### src/common/ahb_pkg.sv
//////////////////////////////
// AHB-Lite transfer type, size and response encodings
// Byte-enable decode for a 32-bit data bus
//////////////////////////////
`default_nettype none

package ahb_pkg;

  //////////////////////////////
  // Bus encodings
  //////////////////////////////

  // HTRANS
  typedef enum logic [1:0] {
    HTRANS_IDLE   = 2'b00,
    HTRANS_BUSY   = 2'b01,
    HTRANS_NONSEQ = 2'b10,
    HTRANS_SEQ    = 2'b11
  } htrans_t;

  // HSIZE, nothing wider than a word on this bus
  typedef enum logic [2:0] {
    HSIZE_BYTE  = 3'b000,
    HSIZE_HWORD = 3'b001,
    HSIZE_WORD  = 3'b010
  } hsize_t;

  // Slave always answers OKAY
  localparam logic HRESP_OKAY = 1'b0;

  //////////////////////////////
  // Byte enables
  //////////////////////////////

  // Lanes touched by a transfer of this size at this byte offset
  // Anything above a word counts as a full word
  function automatic logic [3:0] gen_be(input hsize_t hsize, input logic [1:0] addr_lsb);
    logic [3:0] be;
    case (hsize)
      HSIZE_BYTE:  be = 4'b0001 << addr_lsb;
      // Halfword offset is forced to an even lane
      HSIZE_HWORD: be = 4'b0011 << {addr_lsb[1], 1'b0};
      default:     be = 4'b1111;
    endcase
    return be;
  endfunction

endpackage

`default_nettype wire

### src/common/mpram_pkg.sv
//////////////////////////////
// Memory word geometry and word/lane union
//////////////////////////////
`default_nettype none

package mpram_pkg;

  //////////////////////////////
  // Geometry
  //////////////////////////////

  // Data bus and storage width
  localparam int DATA_W = 32;

  // One enable per byte lane
  localparam int BE_W = DATA_W / 8;

  // Address bits below the word index
  localparam int BYTE_ADDR_LSB = $clog2(BE_W);

  //////////////////////////////
  // Memory word
  //////////////////////////////

  // Same bits seen two ways
  // Whole word for ports and storage, lanes for byte merges
  typedef union packed {
    logic [DATA_W-1:0]      word;
    logic [BE_W-1:0][7:0]   lane;
  } mem_word_t;

endpackage

`default_nettype wire

### src/common/mpram_port_if.sv
//////////////////////////////
// Front-end to memory core link
//////////////////////////////
`default_nettype none
`timescale 1ns/100ps

interface mpram_port_if #(
  parameter int MEM_DEPTH = 64
) ();

  import mpram_pkg::*;

  // Word address width
  localparam int AW = $clog2(MEM_DEPTH);

  // Write path, strobe is one cycle per write
  logic              we;
  logic [BE_W-1:0]   be;
  logic [AW-1:0]     waddr;
  logic [DATA_W-1:0] wdata;

  // Read path, data follows the address by one clock
  logic [AW-1:0]     raddr;
  logic [DATA_W-1:0] rdata;

  // Bus front-end side
  modport port (
    output we, be, waddr, wdata, raddr,
    input  rdata
  );

  // Memory side
  modport mem (
    input  we, be, waddr, wdata, raddr,
    output rdata
  );

endinterface

`default_nettype wire

### src/mpram/ahb_port_ctrl.sv
//////////////////////////////
// AHB-Lite slave front-end for one memory port
// Address capture, byte enables, contention stall
//////////////////////////////
`default_nettype none
`timescale 1ns/100ps

module ahb_port_ctrl #(
  parameter int MEM_DEPTH = 64
) (
  input  wire                          HCLK,
  input  wire                          HRESETn,

  // AHB-Lite slave
  input  wire                          hsel,
  input  wire [31:0]                   haddr,
  input  wire [mpram_pkg::DATA_W-1:0]  hwdata,
  input  wire                          hwrite,
  input  wire ahb_pkg::hsize_t         hsize,
  input  wire ahb_pkg::htrans_t        htrans,
  input  wire                          hready,
  output logic [mpram_pkg::DATA_W-1:0] hrdata,
  output logic                         hreadyout,
  output logic                         hresp,

  // To the memory core
  mpram_port_if.port                   mem
);

  import ahb_pkg::*;
  import mpram_pkg::*;

  //////////////////////////////
  // Declarations
  //////////////////////////////

  localparam int AW = $clog2(MEM_DEPTH);

  // Address phase decode
  logic            xfer_active;
  logic            wr_accept;
  logic            rd_accept;
  logic [AW-1:0]   haddr_word;

  // Pending write, lives for the data phase
  logic            we_q;
  logic [BE_W-1:0] be_q;
  logic [AW-1:0]   waddr_q;

  // Read address kept for the stall cycle
  logic [AW-1:0]   raddr_q;

  logic            stall_req;
  logic            hreadyout_q;

  //////////////////////////////
  // Address phase
  //////////////////////////////

  // NONSEQ and SEQ count, IDLE and BUSY do not
  assign xfer_active = hsel & hready &
                       ((htrans == HTRANS_NONSEQ) | (htrans == HTRANS_SEQ));
  assign wr_accept   = xfer_active & hwrite;
  assign rd_accept   = xfer_active & ~hwrite;

  // Word index, byte offset dropped
  assign haddr_word  = haddr[BYTE_ADDR_LSB +: AW];

  // Write strobe for the data phase only
  always_ff @(posedge HCLK or negedge HRESETn) begin
    if (!HRESETn) begin
      we_q <= 1'b0;
    end else begin
      we_q <= wr_accept;
    end
  end

  // Lanes and word of the accepted write
  always_ff @(posedge HCLK) begin
    if (wr_accept) begin
      be_q    <= gen_be(hsize, haddr[BYTE_ADDR_LSB-1:0]);
      waddr_q <= haddr_word;
    end
  end

  always_ff @(posedge HCLK) begin
    if (rd_accept) begin
      raddr_q <= haddr_word;
    end
  end

  //////////////////////////////
  // Contention
  //////////////////////////////

  // Read of the word our own write is still landing in
  // A full word is forwarded by the core, a partial one is not
  assign stall_req = rd_accept & we_q & (haddr_word == waddr_q) & ~(&be_q);

  // One wait state, then the merged word is in storage
  always_ff @(posedge HCLK or negedge HRESETn) begin
    if (!HRESETn) begin
      hreadyout_q <= 1'b1;
    end else begin
      hreadyout_q <= ~stall_req;
    end
  end

  //////////////////////////////
  // Memory side
  //////////////////////////////

  assign mem.we    = we_q;
  assign mem.be    = be_q;
  assign mem.waddr = waddr_q;
  // HWDATA is valid now, in the data phase
  assign mem.wdata = hwdata;

  // Straight from the bus, except in the wait state
  // There the stalled read is issued again
  assign mem.raddr = hreadyout_q ? haddr_word : raddr_q;

  //////////////////////////////
  // AHB response
  //////////////////////////////

  assign hrdata    = mem.rdata;
  assign hreadyout = hreadyout_q;
  assign hresp     = HRESP_OKAY;

endmodule

`default_nettype wire

### src/flat_wrapper.sv
// flat-port wrapper written by rule: the top's interface ports become plain ports
module ahb_port_ctrl_flat import ahb_pkg::*; import mpram_pkg::*;
#(
  parameter int MEM_DEPTH = 64
)
  (HCLK, HRESETn, hsel, haddr, hwdata, hwrite, hsize, htrans, hready, hrdata, hreadyout, hresp, mem_we, mem_be, mem_waddr, mem_wdata, mem_raddr, mem_rdata);
  mpram_port_if #(.MEM_DEPTH(MEM_DEPTH)) mem_i ();
  input  wire HCLK;
  input  wire HRESETn;
  input  wire hsel;
  input  wire [31:0] haddr;
  input  wire [mpram_pkg::DATA_W-1:0] hwdata;
  input  wire hwrite;
  input  wire ahb_pkg::hsize_t hsize;
  input  wire ahb_pkg::htrans_t htrans;
  input  wire hready;
  output logic [mpram_pkg::DATA_W-1:0] hrdata;
  output logic hreadyout;
  output logic hresp;
  output wire logic [$bits(mem_i.we)-1:0] mem_we;
  output wire logic [$bits(mem_i.be)-1:0] mem_be;
  output wire logic [$bits(mem_i.waddr)-1:0] mem_waddr;
  output wire logic [$bits(mem_i.wdata)-1:0] mem_wdata;
  output wire logic [$bits(mem_i.raddr)-1:0] mem_raddr;
  input wire logic [$bits(mem_i.rdata)-1:0] mem_rdata;
  assign mem_we = mem_i.we;
  assign mem_be = mem_i.be;
  assign mem_waddr = mem_i.waddr;
  assign mem_wdata = mem_i.wdata;
  assign mem_raddr = mem_i.raddr;
  assign mem_i.rdata = mem_rdata;
  ahb_port_ctrl #(.MEM_DEPTH(MEM_DEPTH)) u_core (.HCLK(HCLK), .HRESETn(HRESETn), .hsel(hsel), .haddr(haddr), .hwdata(hwdata), .hwrite(hwrite), .hsize(hsize), .htrans(htrans), .hready(hready), .hrdata(hrdata), .hreadyout(hreadyout), .hresp(hresp), .mem(mem_i));
endmodule
### config.mk
export PLATFORM = sky130hd
export DESIGN_NAME = ahb_port_ctrl_flat
export DESIGN_NICKNAME = d
export VERILOG_FILES = /design/src/common/ahb_pkg.sv /design/src/common/mpram_pkg.sv /design/src/common/mpram_port_if.sv /design/src/mpram/ahb_port_ctrl.sv /design/src/flat_wrapper.sv
export SDC_FILE = /design/constraint.sdc
export NUM_CORES = 1
export LEC_CHECK = 0
export CORE_AREA = 4 4 71 73
export CTS_BUF_LIST = sky130_fd_sc_hd__clkbuf_8
export DETAILED_ROUTE_END_ITERATION = 8
export DIE_AREA = 0 0 75 77
export DONT_BUFFER_PORTS = 1
export GPL_ROUTABILITY_DRIVEN = 0
export HOLD_SLACK_MARGIN = 0.15
export MAX_ROUTING_LAYER = met4
export SYNTH_ARGS = -nofsm -noshare
export SYNTH_HDL_FRONTEND = slang
export SYNTH_SLANG_ARGS = --single-unit
export TNS_END_PERCENT = 1
### constraint.sdc
create_clock -name HCLK -period 1.42 [get_ports HCLK]
set_clock_uncertainty 0.15 [all_clocks]
set_input_delay 0.142 -clock HCLK [delete_from_list [all_inputs] [get_ports HCLK]]
set_output_delay 0.142 -clock HCLK [all_outputs]
set_load 0.03 [all_outputs]
# --- Word level (Yosys, flattened, before mapping) ---
# Cells that the tools add are included.
word_totals:
  ff_bits: 18
  ramBits: 0
  latch_bits: 0
  out_inout_bits: 83
  wordCells: 26
  memories: 0
  romBits: 0
  inputBits: 106
op_classes:
  add_sub_neg: 0
  reduce_logical: 2
  div: 0
  mux: 2
  n_mul: 0
  order_cmp: 0
  bitwise_logic: 11
  eq_ne: 4
  shifts: 2
ops:
  columns: ["op", "n"]
  rows:
  - ["4-bit one-hot mux with 2 select lines", 1]
  - ["1-bit AND", 7]
  - ["6-bit == test", 1]
  - ["6-bit 2-to-1 mux", 1]
  - ["2-bit == test, second input constant", 2]
  - ["4-bit AND reduction", 1]
  - ["1-bit by 2-bit left shift with 4-bit output, first input constant", 1]
  - ["2-bit by 2-bit left shift with 4-bit output, first input constant", 1]
  - ["3-bit by 1-bit == test with 1-bit output, second input constant", 1]
  - ["3-bit zero test", 1]
  - ["1-bit inverter", 3]
  - ["1-bit bitwise OR", 1]

# --- Longest topological paths before layout ---
logic_depth:
  depth_word: 8
  mapped_depth: 3
  depth_no_buf: 3

# --- Worst setup path before layout ---
# No wires, ideal clock.
synth_timing:
  path_kind: "reg-to-output"
  from: "register u_core.hreadyout_q, in the netlist u_core.hreadyout"
  to: "output port mem_raddr[0]"
  arrival_ns: 1.214
  t_required_ns: 1.128
  setup_slack_ns: -0.086
  path_stages_with_launch: 3
  n_path_buf: 1
  cell_sequence: "dfstp_2 > buf_2 > mux2_2"
synth_between:
  elab_chain_cells: 1
synth_lines:
  columns: ["item", "line_no", "source"]
  rows:
  - ["start, declared", "ahb_port_ctrl.sv:54", "logic hreadyout_q;"]
  - ["start signal, assigned", "ahb_port_ctrl.sv:105", "hreadyout_q <= ~stall_req;"]
  - ["6-bit 2-to-1 mux", "ahb_port_ctrl.sv:121", "assign mem.raddr = hreadyout_q ? haddr_word : raddr_q;"]
  - ["end, declared", "flat_wrapper.sv:24", "output wire logic [$bits(mem_i.raddr)-1:0] mem_raddr;"]
# Every way passes these cells.

# --- Worst setup path in the final report ---
layout_timing:
  from: "register u_core.hreadyout_q, in the netlist u_core.hreadyout"
  to: "output port mem_raddr[2]"
# Same word-level chain as after synthesis.

==> reports/qor.yml <==
io_pins: 189
start_util_pct: 28.4
ant_nets: 0
rows: 24
ff2ff_path_depth: 3
synth_edf_count: 16
hold_depth: 1
cp_data_arrival_time_ns: 1.28
final-hold-violation-count: 0
fin_crit_ns: 1.57
dr.pass1.iters: 2
drive_gt1_share_pct: 16.7
synth-simple-area-share_pct: 5.16
p_leak_nw: 0.697
synthArstFlopShare_pct: 11.1
die_w_um: 75
synth_ff_type: "edfxtp_1"
drt_iter0_markers: 40
synth_top_family_by_area: "buffers and inverters"
status: "complete, but fails checks"
antenna_found_initial: 0
hold_ws_ns: 0.145
crit_buf_inv: 0
wl_per_cell_um: 22.0
drv_slew: 0
antenna_cells: 0
yosysSeqAreaShare_pct: 43.0
hold_path.class: "in -> reg"
crit_cells: 1
grt_pass1_wl_um: 6000
rsz0062_at_grt: "true"
numClockSinks: 18
grtUsageTotal_pct: 14.1
ir_drop_mv: 0.311
clock.fmax_mhz: 635
synth_top_cell_by_area: "buf_4"
grt-ovfl-total: 0
synthAdderAreaFrac_pct: 0
cts-buffers-inserted: 3
setup_viol: 6
power.density_nw_per_um2: 825
finalWorstSetupSlack_ns: -0.154
synth_mux_area_share_pct: 5.47
finalCritPeriodShare_pct: 111
synth-xor-area-share_pct: 4.25
vias: 809
p_total_mw: 1.43
yosys-top-cells-count: "buf_4 (65), edfxtp_1 (16), mux2_2 (6), o21ai_0 (4), xor2_1 (4)"
portBuffers: 0
post_cts_resized: 0
clk_pin_slew_ns: 0.06
drc_errors: 0
die_y_um: 77
worst_path_max_delay_cell: "dfstp_2"
cp-end-kind: "output pin"
critical_path_class: "reg -> out"
htree_levels: 1
synth_fp_nets: 217
coreArea_um2: 4350
critPathRequiredTime_ns: 1.13
area_delta_synth_final_pct: 40.5
drv_cap: 0
syn_avg_cell_area_um2: 11.1
synth_compound_gate_area_share_pct: 1.62
grt_max_degree: 12
yosysTopAreaCellShare_pct: 39.5
wl_um: 4180
crit_chain: "mux2_4"
final_cells: 190
syn_area_um2: 1240
cp_max_fo: 7
layout.nets: 245
grt_pass1_vias: 978
synth_cell_types: 18
synth.area.top_cells: "buf_4 (39%), edfxtp_1 (39%), mux2_2 (5.5%)"
slowest_delay_ns: 0.65
crit_family: "flip-flops"
cts_max_path_buffers: 2
ys_ff_latch: 18
vias_per_cell: 4.26
postSynthCellCount: 111
dp_slack_ns: 0.106
placed_cells: 109
synth_most_common_cell: "buf_4"
cp-start-kind: "register"
fp.dieArea_um2: 5780
root_buffer: "clkbuf_8"
postLayoutCoreUtil_pct: 39.9
insertion_delay_ns: 0.24
violations: "negative setup slack"
cts_tree: "done"
yosysWarnings: 0
power breakdown:
group | leakage, nW | switching, mW | internal [mW]
Clock | 0.0269 | 0.144 | 0.191
Combinational | 0.494 | 0.317 | 0.180
Sequential | 0.176 | 0.00707 | 0.594
Total | 0.697 | 0.468 | 0.965
final timing paths:
kind / startpoint / endpoint / slack (ns)
min in group asynchronous: HRESETn / u_core.mem.we / 0.51
hold reg to reg: u_core.mem.waddr[3] / u_core.hreadyout / 0.40
setup reg to reg: u_core.mem.waddr[5] / u_core.hreadyout / 0.18
setup / recovery: u_core.hreadyout / mem_raddr[2] / -0.15
hold / removal: hready / u_core.mem.we / 0.14
max in group asynchronous: HRESETn / u_core.hreadyout / 0.41
flip-flops by register name, indices dropped and copies added, names as in the netlist:
signal and cells:
u_core.mem.be 4, u_core.raddr_q 6, u_core.mem.waddr 6, u_core.hreadyout 1, u_core.mem.we 1
cells by family after synthesis:
group / count (synthesis)
DFF: 18
AOI/OAI and AO/OA: 4
buffers and inverters: 67
muxes: 6
and+or+nand+nor: 9
xor gates and xnor gates: 6
other: 1
what timing repair did:
action | in CTS | in global routing
pin swaps | 0 | 0
setup buffers | 0 | 0
endpoints found under the setup margin | 6 | 7
hold buffers | 77 | 0
endpoints found under the hold margin | 83 | 0
cell type report:
class / count / area (um^2)
repair buffers: 89 / 861
inverters: 1 / 3.75
multi-input cells: 26 / 230
clock inverters: 1 / 3.75
flip-flops and latches: 18 / 532
clock buffers: 3 / 41.3
fillers: 418 / 2620
well taps: 52 / 65.1
metrics by stage:
stage          setup TNS, ns  area [um^2]
2_1_floorplan              0         1260
6_report              -0.904         1740
3_5_place_dp               0          921
5_1_grt                -1.10         1740
4_1_cts               -0.960         1740
3_3_place_gp               0          921
routing by layer:
metal  vias up  global-route usage, %  wire (um)
li1        354                      -          -
met4         0                   2.49         62
met1       368                   13.0       1250
met2        81                   27.6       2420
met3         6                   4.31        443
met5         -                      -          0
layout by cell type, fill, tap and decap left out:
cell type,instances
and3_1,1
inv_1,2
o21ai_0,4
edfxtp_1,16
xor2_1,4
xnor2_1,2
buf_4,12
nor2b_1,1
clkbuf_8,3
mux2_4,6
dfrtp_1,1
and4_1,1
conb_1,1
nor4_2,1
and4b_1,1
nor2_1,2
dfstp_2,1
nand4_1,2
dlygate4sd3_1,77
No activity file was read; power rests on OpenSTA's default activity.
